==> config.mk <==
export PLATFORM = sky130hd
export DESIGN_NAME = uart_rx
export DESIGN_NICKNAME = d
export VERILOG_FILES = /design/src/sdram_test_pkg.sv /design/src/uart_rx.sv
export VERILOG_INCLUDE_DIRS = /design/src /design/src/src
export SDC_FILE = /design/constraint.sdc
export NUM_CORES = 1
export LEC_CHECK = 0
export ABC_AREA = 1
export ABC_CLOCK_PERIOD_IN_PS = 2500
export BUFFER_PORTS_ARGS = -buffer_cell sky130_fd_sc_hd__buf_4
export CELL_PAD_IN_SITES_DETAIL_PLACEMENT = 1
export CELL_PAD_IN_SITES_GLOBAL_PLACEMENT = 1
export CORE_ASPECT_RATIO = 0.9
export CORE_UTILIZATION = 42
export CTS_CLUSTER_SIZE = 30
export DETAILED_ROUTE_END_ITERATION = 7
export GPL_TIMING_DRIVEN = 0
export PLACE_DENSITY = 0.73
export RECOVER_POWER = 25
export SYNTH_ARGS = -nofsm -noshare
export SYNTH_HDL_FRONTEND = slang
export SYNTH_SLANG_ARGS = --single-unit
==> constraint.sdc <==
create_clock -name clk -period 2.5 [get_ports clk]
set_input_delay 0 -clock clk [delete_from_list [all_inputs] [get_ports clk]]
set_output_delay 0 -clock clk [all_outputs]
set_load 0.01 [all_outputs]
==> src/sdram_test_config.svh <==
// all timings are in clk cycles at one clk per SDRAM clock; the address map assumes 4 banks
`ifndef SDRAM_TEST_CONFIG_SVH
`define SDRAM_TEST_CONFIG_SVH

// uart bit time, short so simulation stays quick
`define SDT_CLKS_PER_BIT 8

// logical byte address is bank:row:column
`define SDT_ADDR_W 24
`define SDT_ROW_W 13
`define SDT_COL_W 9

// SDRAM timing
`define SDT_T_INIT 200
`define SDT_T_REFI 750
`define SDT_T_RC 6
`define SDT_T_RCD 2
`define SDT_T_RP 2
`define SDT_CAS 2

// background writer and transmit buffer
`define SDT_WRITE_INTERVAL 64
`define SDT_TX_FIFO_DEPTH 16

`endif

==> src/sdram_test_pkg.sv <==
// types only; the address width follows the config header and nop is sent as a deselect
`default_nettype none

`include "sdram_test_config.svh"

package sdram_test_pkg;

	// byte address, bank in the top bits, column in the bottom bits
	typedef logic [`SDT_ADDR_W-1:0] sd_addr_t;

	typedef logic [7:0] byte_t;

	// command pins in the order {cs_n, ras_n, cas_n, we_n}
	// nop uses cs_n high so the reset value is a plain deselect
	typedef enum logic [3:0] {
		cmd_nop       = 4'b1111,
		cmd_active    = 4'b0011,
		cmd_read      = 4'b0101,
		cmd_write     = 4'b0100,
		cmd_precharge = 4'b0010,
		cmd_refresh   = 4'b0001,
		cmd_load_mode = 4'b0000
	} sd_cmd_t;

endpackage

`default_nettype wire

==> src/uart_rx.sv <==
// 8N1 only, no parity and no break detect; a frame with a low stop bit is dropped silently
`timescale 1ns/1ps
`default_nettype none

`include "sdram_test_config.svh"

module uart_rx (
	input wire clk,
	input wire arst_n,
	input wire rxd,
	output sdram_test_pkg::byte_t data,
	output logic strobe
);
	localparam int cnt_w = $clog2(`SDT_CLKS_PER_BIT);
	localparam logic [cnt_w-1:0] full_bit = cnt_w'(`SDT_CLKS_PER_BIT - 1);
	localparam logic [cnt_w-1:0] half_bit = cnt_w'(`SDT_CLKS_PER_BIT / 2 - 1);

	localparam logic [1:0] st_idle = 2'd0;
	localparam logic [1:0] st_start = 2'd1;
	localparam logic [1:0] st_data = 2'd2;
	localparam logic [1:0] st_stop = 2'd3;

	logic rxd_meta;
	logic rxd_sync;
	logic [1:0] state;
	logic [cnt_w-1:0] timer;
	logic [2:0] bit_idx;
	sdram_test_pkg::byte_t shift_reg;

	always_ff @(posedge clk or negedge arst_n) begin
		if (!arst_n) begin
			rxd_meta <= 1'b1;
			rxd_sync <= 1'b1;
			state <= st_idle;
			timer <= '0;
			bit_idx <= '0;
			strobe <= 1'b0;
		end else begin
			rxd_meta <= rxd;
			rxd_sync <= rxd_meta;
			strobe <= 1'b0;
			if (state != st_idle && timer != '0) begin
				timer <= timer - 1'b1;
			end else begin
				case (state)
					st_idle: begin
						// falling edge, aim for the middle of the start bit
						if (!rxd_sync) begin
							state <= st_start;
							timer <= half_bit;
						end
					end
					st_start: begin
						// glitch rejection
						state <= rxd_sync ? st_idle : st_data;
						timer <= full_bit;
						bit_idx <= '0;
					end
					st_data: begin
						timer <= full_bit;
						bit_idx <= bit_idx + 1'b1;
						if (bit_idx == 3'd7)
							state <= st_stop;
					end
					default: begin
						state <= st_idle;
						strobe <= rxd_sync;
					end
				endcase
			end
		end
	end

	// lsb arrives first
	always_ff @(posedge clk) begin
		if (state == st_data && timer == '0)
			shift_reg <= {rxd_sync, shift_reg[7:1]};
		if (state == st_stop && timer == '0 && rxd_sync)
			data <= shift_reg;
	end

endmodule

`default_nettype wire

==> flow_summary.toml <==
[drt]
drt-initial-drc-count = 18
dr_total_vias = 665
postRouteAntennaNets = 0
first_pass_iters = 6
post_drt_wl_per_cell_um = 13.06
vias_per_cell = 4.784
wl_um = 1815
drc_errors = 2

[placement]
dp_hpwl_um = 1381
place_area_mm2 = 0.001277
gp_congestion = 0.7622
port_buffers = 11
pre_cts_ws_ps = 379.5

[critical_path]
slowest_delay_ps = 870
start_kind = "register"
required_ps = 2450
worst_r2r_path_depth = 4
r2r-end = "data[3]"
timing.rr.start = "timer[0]"
worstSetupEndpointType = "register"
crit_start = "timer[0]"
cp_num_buf_inv = 1
path_max_fanout = 8
crit_path_top_delay_cell = "nor3_1"
cp_top_family = "simple AND/OR/NAND/NOR gates"
arrival_ps = 2040
critical_path_depth = 4
worstSetupPathType = "register to register"
rrSetupSlack_ps = 410
worstSetupEndpoint = "data[3]"
path_cells = "inv_1, ha_1, nand2_4, nor3_1"

[power_and_ir_drop]
power_leakage_nw = 0.5961
finalPower_mw = 1.303
power.density_mw_per_mm2 = 984.0
ir_drop_v = 0.0004809

[sta]
max_freq_mhz = 478.6
final_max_slew_viol_count = 0
slew_headroom_pct = 24.09
skew_ps = 10.54
rsz0062_at_grt = "no"
setup_viol_count_final = 0
worst_slew_pin_slew_ps = 1130
hold_viol = 0
timing.final.crit_share_pct = 83.58
setup_tns_ps = 0
holdWs_ps = 178.6
fin_ws_ps = 410.6
period_needed_ps = 2089

[logic_synthesis]
yosysTopAreaCell = "edfxtp_1"
synth_warnings = 0
synth_edf_count = 16
yosysSeqAreaShare_pct = 65.37
synth.distinct_cells = 18
synth_area_per_cell_um2 = 12.34
ys_dominant_reg_cell = "edfxtp_1"
synth_area_mm2 = 0.001160
netlist_top_cells_area = "edfxtp_1, dfrtp_1, ha_1"
ys_seq_elements = 27
synth_nets = 106
post-synth-top-count-cell = "nand2_1"
netlist.area_leader.share_pct = 41.42
synthArstFlopShare_pct = 40.74
syn_inst = 94
synthTopCellsByCount = "nand2_1, edfxtp_1, inv_1, dfrtp_1, ha_1"

[floorplanning]
ios = 12
die_height_um = 51.86
die-area_mm2 = 0.002976
die_x_um = 57.40
fp-row-count = 17
start_util_pct = 45.82
core_area_mm2 = 0.002531

[cts]
numCtsBuffers = 3
ctsResizeCount = 0
clock-sinks = 27
h-tree-depth = 1
tritoncts = "yes"
worstSkewPairLatency_ps = 320
path_clk_slew_ps = 140
clock_path_buffers = 2
cts_root_buffer = "clkbuf_4"

[global_route]
grt_use_met3_pct = 4.478
gr-usage-met1_pct = 20.45
overflow = 0
track_usage_pct = 14.82
grtUsageMet2_pct = 22.87
grt_max_degree = 17
grt_pass1_wl_um = 3243
grt_pass1_vias = 705
antenna_found_initial = 0
grt.busiest_layer = "met2"

[finish]
syn_to_final_growth_pct = 14.13
post-route-cell-area_mm2 = 0.001324
antenna_cells_inserted = 0
nNetsFinal = 124
drive_gt1_share_pct = 25.23

[outcome]
violations = "design-rule violations"
outcome = "complete, but fails checks"

[flow_run]
max-cap-violations = 0

[worst_hold_path]
holdCritPathClass = "primary input to async pin"
## how the worst min path moves through the flow
stage,from,end,slack (ps),depth (start not counted)
2_1_floorplan,arst_n,bit_idx[0],-300,0
3_3_place_gp,arst_n,timer[1],-160,1
3_5_place_dp,arst_n,timer[1],-160,1
4_1_cts,arst_n,timer[2],10,2
5_1_grt,arst_n,timer[2],240,2
6_report,arst_n,timer[2],180,2
## cells by family after synthesis
group	after synthesis	synth area share [%]
flops	27	65.37
simple gates	38	16.07
buf+inv	12	3.883
fa+ha+maj	9	9.709
compound gates	8	4.963
## repair_timing
item | CTS | global route
endpoints found under the hold margin | 12 | 0
buffers inserted | 0 | 0
hold buffers | 2 | 0
setup endpoints to repair | 0 | 0
## placed cells by master (no fill, tap or decap), drive strengths merged
cell         instances
o21ai                6
clkbuf               5
ha                   9
nor3                 2
nand3                5
a21oi                1
buf                  9
dfrtp                9
nand2               30
dlygate4sd3          2
inv                 12
dfstp                2
edfxtp              16
nor2                 1
o21a                 1
clkinvlp             1
## stage by stage
stage	instances	utilization, %
2_1_floorplan	94	-
3_3_place_gp	133	50.47
3_5_place_dp	133	50.47
4_1_cts	139	52.45
5_1_grt	139	52.30
6_report	139	52.30
## per-layer routing
metal / up-vias / part of all wire, %
li1: 341 / -
met1: 313 / 51
met5: - / 0
met3: 2 / 3.2
met2: 9 / 46
met4: 0 / 0.50
## worst reg2reg max path, delay by kind of cell (launching register included)
kind	cells	cell delay, ps
adder cells (fa/ha/maj)	1	250
buffers and inverters	1	110
AND/OR/NAND/NOR	2	960
flip-flops	1	400
## where the power goes
part | internal (mW) | total, mW | switching, mW
registers | 0.537 | 0.581 | 0.0449
logic | 0.194 | 0.537 | 0.343
clock network | 0.0611 | 0.184 | 0.123
total | 0.792 | 1.30 | 0.511
## final cells by class
type / instances / area, um2
Fill cell: 279 / 1207
Sequential cell: 27 / 758.2
Multi-Input combinational cell: 55 / 356.6
Timing Repair Buffer: 13 / 98.84
Inverter: 12 / 45.04
Tap cell: 28 / 35.03
Clock buffer: 3 / 22.52
Clock inverter: 1 / 7.507
No activity file was read; power rests on OpenSTA's default activity.
