[config.mk]
export PLATFORM = sky130hd
export DESIGN_NAME = uart_tx_fifo
export DESIGN_NICKNAME = d
export VERILOG_FILES = /design/src/sdram_test_pkg.sv /design/src/uart_tx_fifo.sv
export VERILOG_INCLUDE_DIRS = /design/src /design/src/src
export SDC_FILE = /design/constraint.sdc
export NUM_CORES = 1
export LEC_CHECK = 0
export BUFFER_PORTS_ARGS = -buffer_cell sky130_fd_sc_hd__buf_2
export CAP_MARGIN = 10
export CELL_PAD_IN_SITES_DETAIL_PLACEMENT = 1
export CELL_PAD_IN_SITES_GLOBAL_PLACEMENT = 1
export CORE_UTILIZATION = 58
export DETAILED_ROUTE_END_ITERATION = 16
export HOLD_SLACK_MARGIN = 0.02
export PLACE_DENSITY = 0.85
export SETUP_SLACK_MARGIN = 0.05
export SYNTH_ARGS = -nofsm -noshare
export SYNTH_HDL_FRONTEND = slang
export SYNTH_SLANG_ARGS = --single-unit
[constraint.sdc]
create_clock -name clk -period 4.57 [get_ports clk]
set_input_delay 0.457 -clock clk [delete_from_list [all_inputs] [get_ports clk]]
set_output_delay 0.457 -clock clk [all_outputs]
set_load 0.05 [all_outputs]
[src/sdram_test_config.svh]
// all timings are in clk cycles at one clk per SDRAM clock; the address map assumes 4 banks
`ifndef SDRAM_TEST_CONFIG_SVH
`define SDRAM_TEST_CONFIG_SVH

// uart bit time, short so simulation stays quick
`define SDT_CLKS_PER_BIT 8

// logical byte address is bank:row:column
`define SDT_ADDR_W 24
`define SDT_ROW_W 13
`define SDT_COL_W 9

// SDRAM timing
`define SDT_T_INIT 200
`define SDT_T_REFI 750
`define SDT_T_RC 6
`define SDT_T_RCD 2
`define SDT_T_RP 2
`define SDT_CAS 2

// background writer and transmit buffer
`define SDT_WRITE_INTERVAL 64
`define SDT_TX_FIFO_DEPTH 16

`endif

[src/sdram_test_pkg.sv]
// types only; the address width follows the config header and nop is sent as a deselect
`default_nettype none

`include "sdram_test_config.svh"

package sdram_test_pkg;

	// byte address, bank in the top bits, column in the bottom bits
	typedef logic [`SDT_ADDR_W-1:0] sd_addr_t;

	typedef logic [7:0] byte_t;

	// command pins in the order {cs_n, ras_n, cas_n, we_n}
	// nop uses cs_n high so the reset value is a plain deselect
	typedef enum logic [3:0] {
		cmd_nop       = 4'b1111,
		cmd_active    = 4'b0011,
		cmd_read      = 4'b0101,
		cmd_write     = 4'b0100,
		cmd_precharge = 4'b0010,
		cmd_refresh   = 4'b0001,
		cmd_load_mode = 4'b0000
	} sd_cmd_t;

endpackage

`default_nettype wire

[src/uart_tx_fifo.sv]
// 8N1 only; a byte written while the FIFO is full is dropped, and there is no full flag
`timescale 1ns/1ps
`default_nettype none

`include "sdram_test_config.svh"

module uart_tx_fifo (
	input wire clk,
	input wire arst_n,
	input wire sdram_test_pkg::byte_t data,
	input wire strobe,
	output logic txd
);
	localparam int cnt_w = $clog2(`SDT_CLKS_PER_BIT);
	localparam logic [cnt_w-1:0] full_bit = cnt_w'(`SDT_CLKS_PER_BIT - 1);
	localparam int ptr_w = $clog2(`SDT_TX_FIFO_DEPTH);

	sdram_test_pkg::byte_t mem [`SDT_TX_FIFO_DEPTH];

	// extra pointer bit tells full from empty
	logic [ptr_w:0] wr_ptr;
	logic [ptr_w:0] rd_ptr;
	logic full;
	logic empty;

	logic sending;
	logic [cnt_w-1:0] timer;
	logic [3:0] bits_left;
	// stop bit above the data bits
	logic [8:0] frame;
	logic frame_done;
	logic load;
	logic shift;

	assign empty = wr_ptr == rd_ptr;
	assign full = (wr_ptr[ptr_w] != rd_ptr[ptr_w]) &&
		(wr_ptr[ptr_w-1:0] == rd_ptr[ptr_w-1:0]);

	// end of the stop bit, so the next start bit follows back to back
	assign frame_done = !sending || (timer == '0 && bits_left == '0);
	assign load = frame_done && !empty;
	assign shift = sending && timer == '0 && bits_left != '0;

	always_ff @(posedge clk) begin
		if (strobe && !full)
			mem[wr_ptr[ptr_w-1:0]] <= data;
		if (load)
			frame <= {1'b1, mem[rd_ptr[ptr_w-1:0]]};
		else if (shift)
			frame <= {1'b1, frame[8:1]};
	end

	always_ff @(posedge clk or negedge arst_n) begin
		if (!arst_n) begin
			wr_ptr <= '0;
			rd_ptr <= '0;
			sending <= 1'b0;
			timer <= '0;
			bits_left <= '0;
			txd <= 1'b1;
		end else begin
			if (strobe && !full)
				wr_ptr <= wr_ptr + 1'b1;

			if (load) begin
				// start bit goes out now, 8 data bits and stop follow
				rd_ptr <= rd_ptr + 1'b1;
				sending <= 1'b1;
				txd <= 1'b0;
				timer <= full_bit;
				bits_left <= 4'd9;
			end else if (frame_done) begin
				sending <= 1'b0;
			end else if (shift) begin
				txd <= frame[0];
				bits_left <= bits_left - 1'b1;
				timer <= full_bit;
			end else begin
				timer <= timer - 1'b1;
			end
		end
	end

endmodule

`default_nettype wire

==> impl_metrics.ini <==
[critical_path]
start_kind = flop
arrival_ns = 3.11
slowest_stage = o21a_1
critical_path_cell_count = 6
path_max_fanout = 26
critPathKind = flop to flop
cp_top_family = compound AO/OA/AOI/OAI gates
r2r_cells = 6
critical_path_buf_inv_count = 1
crit_chain = inv_1, ha_1, or3b_1, o21ai_2, o21a_1, nand2b_1
slowest_delay_ns = 0.79
critPathRequiredTime_ns = 4.74
endpoint_kind = flop

[pwr]
p_sw_share_pct = 24.94
power.density_mw_per_mm2 = 478.6
total_leakage_power_nw = 2.387
clock_power_share_pct = 39.4
p_comb_share_pct = 8.8
switchingPower_w = 0.0008500
ir_drop_v = 0.0002776
seqPwrFrac_pct = 51.8
intPower_w = 0.002559

[synth]
synth.net_count = 377
synth_edf_count = 136
synth_seq_cells = 155
avgSynthCellArea_um2 = 17.89
netlist_instances = 358
seq_area_frac_synth_pct = 71.22
ys.flop_type = edfxtp_1
synthArstFlopShare_pct = 12.26
mappedNetlistArea_mm2 = 0.006404
yosysWarnings = 0
synth_cell_types = 39

[finish]
nets = 396
syn2layout_area_growth_pct = 11.23
final_common_cell = edfxtp_1
antenna_cells = 0
fillers = 855
fin_area_mm2 = 0.007123
drive_gt1_share_pct = 16.97
mostFrequentLayoutCells = edfxtp_1 (136), nor2_1 (25), mux4_1 (18)

[clock_tree]
tritoncts = done
clockRootBuffer = clkbuf_8
cts.clk_slew.worst_paths_ns = 0.07
cts_buffers = 17
post_cts_buffers = 0
holdBufCountCts = 1
clockBufferDepth = 2
htree_levels = 4
ctsResizeCount = 0
clock-sinks = 155
insertion_delay_ns = 0.53

[floorplan]
core-area_mm2 = 0.01051
dieArea_mm2 = 0.01147
die_h_um = 107.1
ios = 12
start_util_pct = 60.94
fp-row-count = 37
dieWidth_um = 107.1

[route]
viasPerCell = 6.421
via_count = 3371
antenna_left = 0
routed_wl_mm = 14.73
dr.pass1.iters = 5
drcViolationCount = 0
drt-wirelength-per-cell_um = 28.06
drtIter0Drc = 269

[timing]
clock.fmax_mhz = 339.2
period_minus_slack_ns = 2.948
slew_headroom_pct = 35.99
maxSlewViolCount = 0
fin_setup_tns_ns = 0
finalSetupViolations = 0
worst_pin_slew_ns = 0.9566
fin_crit_sh_pct = 64.52
fin_worst_skew_ns = 0.01117
rsz0062_at_grt = false
finalHoldViolCount = 0

[worst_hold_path]
hold_class = input pin to flop
whs_path_depth = 1

[status]
status = finished, final reports clean

[global_routing]
grt_pass1_wl_mm = 22.13
antenna_found_initial = 0
globalRouteOverflowTotal = 0
grt_pass1_vias = 3660
grt_use_total_pct = 28.39
grt_max_degree = 49

[placed_design]
place_congestion = 0.7700
dp_hpwl_mm = 8.908
place_area_mm2 = 0.006543
numPortBuffers = 11

[job]
max_cap_viol_count = 0
[path summary, 6_finish.rpt]
kind,start,slack [ns],to
worst max-delay path,bits_left[0]$_DFFE_PN0P_,1.62,frame[1]$_DFFE_PP_
worst min-delay path,data[7],0.35,mem[3][7]$_DFFE_PP_
worst max register to register,bits_left[0]$_DFFE_PN0P_,1.62,frame[1]$_DFFE_PP_
worst min register to register,sending$_DFFE_PN0P_,0.51,timer[1]$_DFFE_PN0P_
max in group asynchronous,arst_n,3.83,txd$_DFFE_PN1P_
min in group asynchronous,arst_n,0.40,bits_left[2]$_DFFE_PN0P_
[sequential cells by signal, summed over array words and instances, names as in the netlist]
name / count
bits_left: 4
frame: 8
wr_ptr: 5
mem: 128
rd_ptr: 5
sending: 1
txd: 1
timer: 3
[area by class of cell]
type / instances / area, µm² / share of cell area [%]
clock buffer: 18 / 417.9 / 5.867
inverter: 8 / 30.03 / 0.4216
sequential: 155 / 4562 / 64.04
multi-input combinational: 176 / 1680 / 23.59
clock inverter: 13 / 147.6 / 2.073
tap: 136 / 170.2 / 2.389
timing repair buffer: 19 / 115.1 / 1.616
[through the flow]
step | instances | power, W | hold slack, ns | util (%) | setup slack, ns
floorplan | 358 | 0.001944 | 0.1614 | - | 2.421
global placement | 492 | 0.002034 | 0.4270 | 62.26 | 1.694
detailed placement | 492 | 0.002073 | 0.4337 | 62.26 | 1.548
CTS | 524 | 0.003415 | 0.3328 | 67.73 | 1.507
global route | 525 | 0.003496 | 0.3358 | 67.78 | 1.420
finish | 525 | 0.003409 | 0.3456 | 67.78 | 1.622
[cell usage after synthesis, types with 2 or more instances]
library cell / instances / area, µm²
nor3_1: 4 / 20.02
clkbuf_1: 4 / 15.01
mux4_1: 18 / 473.0
nand4_1: 4 / 25.02
edfxtp_1: 136 / 4084
nand2_1: 10 / 37.54
inv_1: 8 / 30.03
o21a_1: 2 / 15.01
a211oi_1: 7 / 52.55
dfrtp_1: 18 / 450.4
o21ai_0: 2 / 10.01
buf_2: 9 / 45.04
xor2_1: 3 / 26.28
xnor2_1: 14 / 122.6
nand2b_1: 6 / 37.54
a2111oi_0: 7 / 61.31
buf_6: 4 / 45.04
a21oi_1: 15 / 75.07
mux2i_1: 9 / 90.09
mux2_2: 9 / 101.4
nor2b_1: 14 / 87.58
mux4_2: 7 / 157.7
ha_1: 8 / 100.1
nor2_1: 25 / 93.84
[per-layer routing]
metal	global-route usage, %	up-vias	share of wire [%]
met5	0	-	0
met4	12.52	0	2.7
met3	6.444	31	6.9
met2	45.85	157	49
met1	37.24	1733	41
li1	-	1450	-
[power groups by stage]
stage / sequential, W / clock [W] / combinational, W
after global placement: 0.00177 / 0 / 0.000262
after CTS: 0.00176 / 0.00135 / 0.000299
after floorplan: 0.00174 / 0 / 0.000205
after detailed placement: 0.00179 / 0 / 0.000288
final: 0.00177 / 0.00134 / 0.000300
after global routing: 0.00177 / 0.00140 / 0.000326
[logic make-up after synthesis]
logic type	after synthesis	share of synthesized area, %
flops	155	71.22
xor+xnor	17	2.325
fa+ha+maj	8	1.563
buf+inv	27	2.540
compound gates	37	3.830
simple gates	71	5.686
mux	43	12.84
Note: power is estimated with default switching activity, not from simulation.
