### src/sdram_test_config.svh
// all timings are in clk cycles at one clk per SDRAM clock; the address map assumes 4 banks
`ifndef SDRAM_TEST_CONFIG_SVH
`define SDRAM_TEST_CONFIG_SVH

// uart bit time, short so simulation stays quick
`define SDT_CLKS_PER_BIT 8

// logical byte address is bank:row:column
`define SDT_ADDR_W 24
`define SDT_ROW_W 13
`define SDT_COL_W 9

// SDRAM timing
`define SDT_T_INIT 200
`define SDT_T_REFI 750
`define SDT_T_RC 6
`define SDT_T_RCD 2
`define SDT_T_RP 2
`define SDT_CAS 2

// background writer and transmit buffer
`define SDT_WRITE_INTERVAL 64
`define SDT_TX_FIFO_DEPTH 16

`endif

### src/sdram_test_pkg.sv
// types only; the address width follows the config header and nop is sent as a deselect
`default_nettype none

`include "sdram_test_config.svh"

package sdram_test_pkg;

	// byte address, bank in the top bits, column in the bottom bits
	typedef logic [`SDT_ADDR_W-1:0] sd_addr_t;

	typedef logic [7:0] byte_t;

	// command pins in the order {cs_n, ras_n, cas_n, we_n}
	// nop uses cs_n high so the reset value is a plain deselect
	typedef enum logic [3:0] {
		cmd_nop       = 4'b1111,
		cmd_active    = 4'b0011,
		cmd_read      = 4'b0101,
		cmd_write     = 4'b0100,
		cmd_precharge = 4'b0010,
		cmd_refresh   = 4'b0001,
		cmd_load_mode = 4'b0000
	} sd_cmd_t;

endpackage

`default_nettype wire

### src/sdram_monitor.sv
// one read in flight at most; characters typed during a read only update the address
`timescale 1ns/1ps
`default_nettype none

`include "sdram_test_config.svh"

module sdram_monitor (
	input wire clk,
	input wire arst_n,
	input wire sdram_test_pkg::byte_t rx_data,
	input wire rx_strobe,
	output sdram_test_pkg::byte_t tx_data,
	output logic tx_strobe,
	output sdram_test_pkg::sd_addr_t wr_addr,
	output sdram_test_pkg::byte_t wr_data,
	output logic wr_enable,
	output sdram_test_pkg::sd_addr_t rd_addr,
	output logic rd_enable,
	input wire sdram_test_pkg::byte_t rd_data,
	input wire rd_ready,
	input wire busy
);
	localparam int interval_w = $clog2(`SDT_WRITE_INTERVAL);

	logic read_pending;
	logic [interval_w-1:0] interval_cnt;
	logic write_due;
	logic is_hex;
	logic [3:0] nibble;
	logic read_start;
	logic write_start;

	// hex digit decode
	always_comb begin
		is_hex = 1'b1;
		nibble = '0;
		if (rx_data >= "0" && rx_data <= "9")
			nibble = 4'(rx_data - "0");
		else if (rx_data >= "a" && rx_data <= "f")
			nibble = 4'(rx_data - "a" + 8'd10);
		else if (rx_data >= "A" && rx_data <= "F")
			nibble = 4'(rx_data - "A" + 8'd10);
		else
			is_hex = 1'b0;
	end

	assign write_due = interval_cnt == '0;

	// the enable still high this cycle means busy has not risen yet
	assign read_start = !busy && !rd_enable && !wr_enable && read_pending;
	assign write_start = !busy && !rd_enable && !wr_enable && !read_pending && write_due;

	always_ff @(posedge clk) begin
		// read data wins over an echo
		if (rd_ready)
			tx_data <= rd_data;
		else if (rx_strobe)
			tx_data <= is_hex ? rx_data : "!";
		// ascii space plus the low address bits
		if (write_start)
			wr_data <= 8'h20 + {1'b0, wr_addr[6:0]};
	end

	always_ff @(posedge clk or negedge arst_n) begin
		if (!arst_n) begin
			tx_strobe <= 1'b0;
			wr_addr <= '0;
			wr_enable <= 1'b0;
			rd_addr <= '0;
			rd_enable <= 1'b0;
			read_pending <= 1'b0;
			interval_cnt <= interval_w'(`SDT_WRITE_INTERVAL - 1);
		end else begin
			tx_strobe <= rd_ready || (rx_strobe && (is_hex || rx_data == 8'h0a));
			wr_enable <= write_start;
			rd_enable <= read_start;

			if (!write_due)
				interval_cnt <= interval_cnt - 1'b1;

			if (read_start)
				read_pending <= 1'b0;

			if (write_start)
				interval_cnt <= interval_w'(`SDT_WRITE_INTERVAL - 1);

			// the controller takes wr_addr while wr_enable is high
			if (wr_enable)
				wr_addr <= wr_addr + 1'b1;

			// a new command overrides a read being issued this cycle
			if (rx_strobe) begin
				if (is_hex) begin
					rd_addr <= {rd_addr[`SDT_ADDR_W-5:0], nibble};
				end else if (rx_data == 8'h0a) begin
					read_pending <= 1'b1;
				end else if (rx_data == "x") begin
					rd_addr <= '0;
					read_pending <= 1'b1;
				end else if (rx_data == ".") begin
					rd_addr <= rd_addr + 1'b1;
					read_pending <= 1'b1;
				end
			end
		end
	end

endmodule

`default_nettype wire

### config.mk
export PLATFORM = sky130hd
export DESIGN_NAME = sdram_monitor
export DESIGN_NICKNAME = d
export VERILOG_FILES = /design/src/sdram_test_pkg.sv /design/src/sdram_monitor.sv
export VERILOG_INCLUDE_DIRS = /design/src /design/src/src
export SDC_FILE = /design/constraint.sdc
export NUM_CORES = 1
export LEC_CHECK = 0
export BUFFER_PORTS_ARGS = -buffer_cell sky130_fd_sc_hd__buf_4
export CORE_MARGIN = 2
export CORE_UTILIZATION = 40
export CTS_BUF_LIST = sky130_fd_sc_hd__clkbuf_8
export DETAILED_ROUTE_END_ITERATION = 6
export HOLD_SLACK_MARGIN = 0.12
export PLACE_DENSITY_LB_ADDON = 0.2
export SLEW_MARGIN = 25
export SYNTH_ARGS = -nofsm -noshare
export SYNTH_HDL_FRONTEND = slang
export SYNTH_SLANG_ARGS = --single-unit
### constraint.sdc
create_clock -name clk -period 2.2 [get_ports clk]
set_input_delay 0.11 -clock clk [delete_from_list [all_inputs] [get_ports clk]]
set_output_delay 0.11 -clock clk [all_outputs]
set_load 0.01 [all_outputs]
==> flow_metrics.py, run 1 <==
metrics = {
    "worst_setup_path": {
        "crit_fanout": 4,
        "worstPathBufferInverterCount": 1,
        "crit_slowest_cell": "nor4_1",
        "path_cells": "ha_1 -> nand4_1 -> nor4_1 -> buf_4 -> nand2_1 -> o32a_1 -> o22ai_1",
        "endpoint_kind": "register",
        "cp.required_ps": 2470,
        "cp.arrival_ps": 2310,
        "timing.reg2reg.setup_slack_ps": 150,
        "path_delay_family": "simple AND/OR/NAND/NOR gates",
        "worstSetupPathType": "register to register",
        "start_kind": "register",
        "slowest_delay_ps": 440,
    },
    "finish": {
        "instances_no_fill": 656,
        "nNetsFinal": 547,
        "final_util_pct": 54.5,
        "fillCellCount": 920,
        "insertedDiodeCount": 0,
        "syn_to_final_growth_pct": 33.7,
        "fin_area_um2": 5250,
        "drive_above_1_share_pct": 29.6,
    },
    "job": {
        "drv_cap": 0,
    },
    "timing": {
        "whs_ps": 156,
        "fmax_mhz": 489,
        "finalMaxSlewViolations": 0,
        "fin_setup_tns_ps": 0,
        "period_minus_slack_ps": 2050,
        "slew_headroom_pct": 50.1,
        "finClkSkew_ps": 14.4,
        "grt_setup_unrepaired": "false",
        "hold_viol": 0,
        "setup_viol": 0,
        "tightest_slew_ps": 749,
        "min_period_over_period_pct": 93.0,
        "fin_ws_ps": 155,
    },
    "global_route": {
        "grt_pass1_vias": 3323,
        "grt_overflow": 0,
        "grt_use_total_pct": 20.0,
        "grt_antenna_before_repair": 0,
        "grt_max_degree": 59,
        "grt_pass1_wl_um": 16500,
    },
    "clock_network": {
        "cts_tree": "done",
        "cts_buffers": 9,
        "clock_sinks": 74,
        "cts_root_buffer": "clkbuf_8",
        "clk_latency_ps": 350,
        "path_clk_slew_ps": 90,
        "cts_max_level": 3,
        "clk_path_buf_depth": 2,
    },
    "routing": {
        "drt_iter0_drc": 153,
        "wire_per_inst_um": 15.8,
        "viasPerCell": 5.45,
        "antenna_left": 0,
        "drc": 0,
        "drt_pass1_iterations": 7,
        "finalWirelength_um": 10400,
        "via_count": 3576,
    },
    "yosys": {
        "synthTopCellsByCount": "dfrtp_1 (52), nand2_1 (34), inv_1 (29), nor2_1 (25), nand3_1 (17)",
        "ys_seq_elements": 74,
        "async_flop_share_pct": 78.4,
        "syn_area_um2": 3930,
        "ys_warn_count": 0,
        "synth_cell_types": 62,
        "synth_cells": 388,
        "synth_edf_count": 16,
        "ys_top_cells_by_area": "dfrtp_1 (33%), edfxtp_1 (12%), dfstp_2 (4.0%)",
        "yosysMostFrequentCell": "dfrtp_1",
        "synth_top_area_share_pct": 33.1,
        "syn-num-nets": 417,
        "avgSynthCellArea_um2": 10.1,
        "synth_top_area_cell": "dfrtp_1",
        "synth_flop_cell": "dfrtp_1",
        "seq_area_frac_synth_pct": 49.4,
    },
    "die": {
        "initial_core_util_pct": 40.7,
        "fp.dieW_um": 103,
        "die_area_um2": 10600,
        "io_pins": 88,
        "core_area_um2": 9640,
        "die_h_um": 103,
        "row_count": 36,
    },
    "placement": {
        "dpl.hpwl_um": 7390,
        "placement.io_buffers": 87,
        "gp_congestion": 0.969,
        "place_worst_setup_slack_ps": -10.1,
        "placed_cell_area_um2": 4950,
        "placedCellCount": 628,
    },
    "run_status": {
        "status": "completed",
    },
    "power_and_ir_drop": {
        "p_leak_nw": 2.31,
        "vdd_ir_drop_max_uv": 506,
        "powerDensity_nw_per_um2": 754,
        "finalPower_mw": 3.96,
    },
    "worst_hold_path": {
        "hold_path.class": "input pin to register",
    },
}
## metal layers
metal | wire, µm | part of all wire, % | global-route usage [%] | up-vias
met1 | 4670 | 45 | 27.4 | 1715
li1 | - | - | - | 1714
met4 | 178 | 1.7 | 7.59 | 0
met5 | 0 | 0 | 0 | -
met3 | 585 | 5.6 | 3.53 | 18
met2 | 4940 | 48 | 31.7 | 129
## flip-flops by register name (all words and copies together) (netlist names)
register and count:
rd_addr 24, wr_addr 24, tx_data 8, wr_data 8, interval_cnt 6, rd_enable 1, read_pending 1, tx_strobe 1
wr_enable 1
## cell usage in the layout, fill, tap and decap left out, types with 7 or more instances in the layout
cell type,count
buf_4,121
a211oi_1,12
nand3_1,17
nor2_1,25
nand2_1,34
ha_1,8
xnor2_1,14
dfrtp_1,52
xor2_1,11
nand4_1,12
dlygate4sd3_1,12
and3_1,8
inv_1,29
o22ai_1,13
clkbuf_8,9
nor4_1,7
nor3_1,9
edfxtp_1,16
o21ai_0,12
## where the power goes
group | switching [mW] | internal [mW] | total, mW
combinational | 0.536 | 0.522 | 1.06
sequential | 0.259 | 1.66 | 1.92
clock | 0.564 | 0.417 | 0.981
## worst paths after layout
path,startpoint,endpoint,cells after the start
worst max-delay path,rd_addr[0],rd_addr[20],7
worst max register to register,rd_addr[0],rd_addr[20],7
worst min-delay path,rx_data[0],tx_data[0],3
worst min register to register,wr_addr[23],wr_addr[23],1
max in group asynchronous,arst_n,rd_addr[12],2
min in group asynchronous,arst_n,wr_addr[21],2
## final cells by class
| class | count | area, µm² | share of cell area, % |
|---|---|---|---|
| clock buffer | 9 | 124 | 2.36 |
| timing repair buffer | 134 | 1050 | 20.0 |
| clock inverter | 7 | 53.8 | 1.02 |
| inverter | 29 | 109 | 2.07 |
| multi-input combinational | 270 | 1810 | 34.5 |
| tap | 133 | 166 | 3.17 |
| sequential | 74 | 1940 | 36.9 |
## timing repair
action                                 CTS  global route
setup endpoints to repair                0             1
buffers inserted                         0             0
gates resized for setup                  0             1
endpoints found under the hold margin   64             0
hold buffers                            12             0
## logic make-up after synthesis
logic type,share of synthesized area (%)
AOI/OAI and AO/OA,19.1
xor gates and xnor gates,5.58
adders and majority gates,2.55
buffers and inverters,4.81
DFF,49.4
muxes,1.08
and+or+nand+nor,17.5
## worst register-to-register path, delay by kind of cell (launching register included)
| kind | cells | cell delay [ps] |
|---|---|---|
| and+or+nand+nor | 3 | 690 |
| DFF | 1 | 370 |
| buffers and inverters | 1 | 210 |
| adders and majority gates | 1 | 240 |
| AOI/OAI and AO/OA | 2 | 460 |
No activity file was read; power rests on OpenSTA's default activity.
==> run 2, diff against run 1 <==
==> constraint.sdc (replaced) <==
create_clock -name clk -period 2.2 [get_ports clk]
set_input_delay 0.22 -clock clk [delete_from_list [all_inputs] [get_ports clk]]
set_output_delay 0.22 -clock clk [all_outputs]
set_load 0.01 [all_outputs]
==> run 2 against run 1 <==
  * Clock power rose by 0.6%
  * Utilization fell by 0.86 points
  * Combinational power barely moved
  * Clock skew fell by 3.0 ps
  * First-iteration DRC count rose by 64%
  * Count of clock-buffer cells in the layout did not move
  * Fmax fell by 1.9%
  * Global-route usage rose by 0.77 points
  * Setup slack got worse by 40 ps
  * Die area did not move
  * Flip-flop and latch count did not move
==> flow_metrics.py, run 2 (synthesized netlist as in run 1, its figures left out) <==
metrics = {
    "die": {
        "die_area_um2": 10600,
        "initial_core_util_pct": 40.7,
        "io_pins": 88,
        "row_count": 36,
        "die_h_um": 103,
        "fp.dieW_um": 103,
        "core_area_um2": 9640,
    },
    "finish": {
        "instances_no_fill": 645,
        "syn_to_final_growth_pct": 31.6,
        "layout_commonest_cell": "buf_4",
        "nNetsFinal": 536,
        "layout_common_cells": "buf_4 (121), dfrtp_1 (52), nand2_1 (34)",
        "top_regs": "rd_addr x24, wr_addr x24",
        "insertedDiodeCount": 0,
        "drive_above_1_share_pct": 30.9,
    },
    "timing": {
        "fmax_mhz": 480,
        "tightest_slew_ps": 740,
        "period_minus_slack_ps": 2090,
        "hold_viol": 0,
        "finalMaxSlewViolations": 0,
        "slew_headroom_pct": 50.7,
        "grt_setup_unrepaired": "false",
        "fin_ws_ps": 115,
        "whs_ps": 150,
        "finClkSkew_ps": 11.5,
        "min_period_over_period_pct": 94.8,
        "setup_viol": 0,
    },
    "worst_setup_path": {
        "timing.reg2reg.setup_slack_ps": 110,
        "worstSetupPathType": "register to register",
        "endpoint_kind": "register",
        "cp.arrival_ps": 2360,
        "start_kind": "register",
        "crit_fanout": 4,
        "cp.required_ps": 2470,
    },
    "clock_network": {
        "path_clk_slew_ps": 80,
        "cts_tree": "done",
        "clock_sinks": 74,
        "cts_max_level": 3,
        "clk_latency_ps": 350,
        "cts_root_buffer": "clkbuf_8",
        "cts_buffers": 9,
        "post_cts_resized": 0,
        "clk_path_buf_depth": 2,
    },
    "power_and_ir_drop": {
        "p_leak_nw": 2.27,
        "vdd_ir_drop_max_uv": 438,
        "powerDensity_nw_per_um2": 771,
    },
    "placement": {
        "placedCellCount": 628,
        "gp_congestion": 0.946,
        "dpl.hpwl_um": 7540,
        "placement.io_buffers": 87,
        "place_worst_setup_slack_ps": -94.3,
    },
    "routing": {
        "viasPerCell": 5.52,
        "via_count": 3563,
        "wire_per_inst_um": 16.3,
        "drt_iter0_drc": 251,
        "finalWirelength_um": 10500,
        "drc": 0,
        "drt_pass1_iterations": 5,
        "antenna_left": 0,
    },
    "global_route": {
        "grt_pass1_wl_um": 17100,
        "grt_overflow": 0,
        "grt_max_degree": 59,
        "grt_pass1_vias": 3505,
        "grt_use_total_pct": 20.8,
        "grt_antenna_before_repair": 0,
    },
    "worst_hold_path": {
        "hold_path.class": "input pin to register",
    },
    "run_status": {
        "status": "completed",
    },
    "job": {
        "drv_cap": 0,
    },
}
[run 2: per-stage QoR]
step / power [mW] / TNS [ps] / utilization (%) / instance area [µm²]
2_1_floorplan: 2.44 / 0 / - / 3960
3_3_place_gp: 2.97 / -234 / 51.6 / 4970
3_5_place_dp: 3.01 / -1050 / 51.6 / 4970
4_1_cts: 4.01 / 0 / 53.6 / 5170
5_1_grt: 4.22 / 0 / 53.6 / 5170
6_report: 3.99 / 0 / 53.6 / 5170
[run 2: where the power goes]
part	switching [mW]	internal, mW
clock network	0.560	0.427
logic	0.562	0.513
registers	0.261	1.66
total	1.38	2.60
[run 2: layer usage]
metal / routed length, µm / part of all wire [%] / GRT usage [%]
met1: 4560 / 43 / 26.1
met4: 174 / 1.7 / 7.89
met2: 5150 / 49 / 35.6
met3: 640 / 6.1 / 3.80
met5: 0 / 0 / 0
[run 2: layout make-up]
| class | count | area, µm² |
|---|---|---|
| Clock inverter | 7 | 58.8 |
| Fill cell | 888 | 4470 |
| Inverter | 29 | 111 |
| Tap cell | 133 | 166 |
| Sequential cell | 74 | 1940 |
| Multi-Input combinational cell | 270 | 1830 |
| Timing Repair Buffer | 123 | 938 |
| Clock buffer | 9 | 124 |
[run 2: worst paths after layout]
| check | startpoint | endpoint | depth (start not counted) |
|---|---|---|---|
| worst min register to register | wr_addr[23] | wr_addr[23] | 1 |
| worst max register to register | wr_addr[5] | wr_addr[23] | 6 |
| min in group asynchronous | arst_n | wr_addr[13] | 2 |
| worst min-delay path | rd_data[5] | tx_data[5] | 3 |
| max in group asynchronous | arst_n | rd_addr[14] | 2 |
| worst max-delay path | wr_addr[5] | wr_addr[23] | 6 |
[run 2: timing repair]
item | CTS | global route
hold buffers | 1 | 0
endpoints found under the hold margin | 52 | 0
buffers inserted | 0 | 0
[run 2: critical path: stages, from the launching register on]
cell and delay (ps):
dfrtp_1 380, ha_1 210, inv_1 50, or4_1 600
or3_1 410, nor3_1 200, xor2_1 170
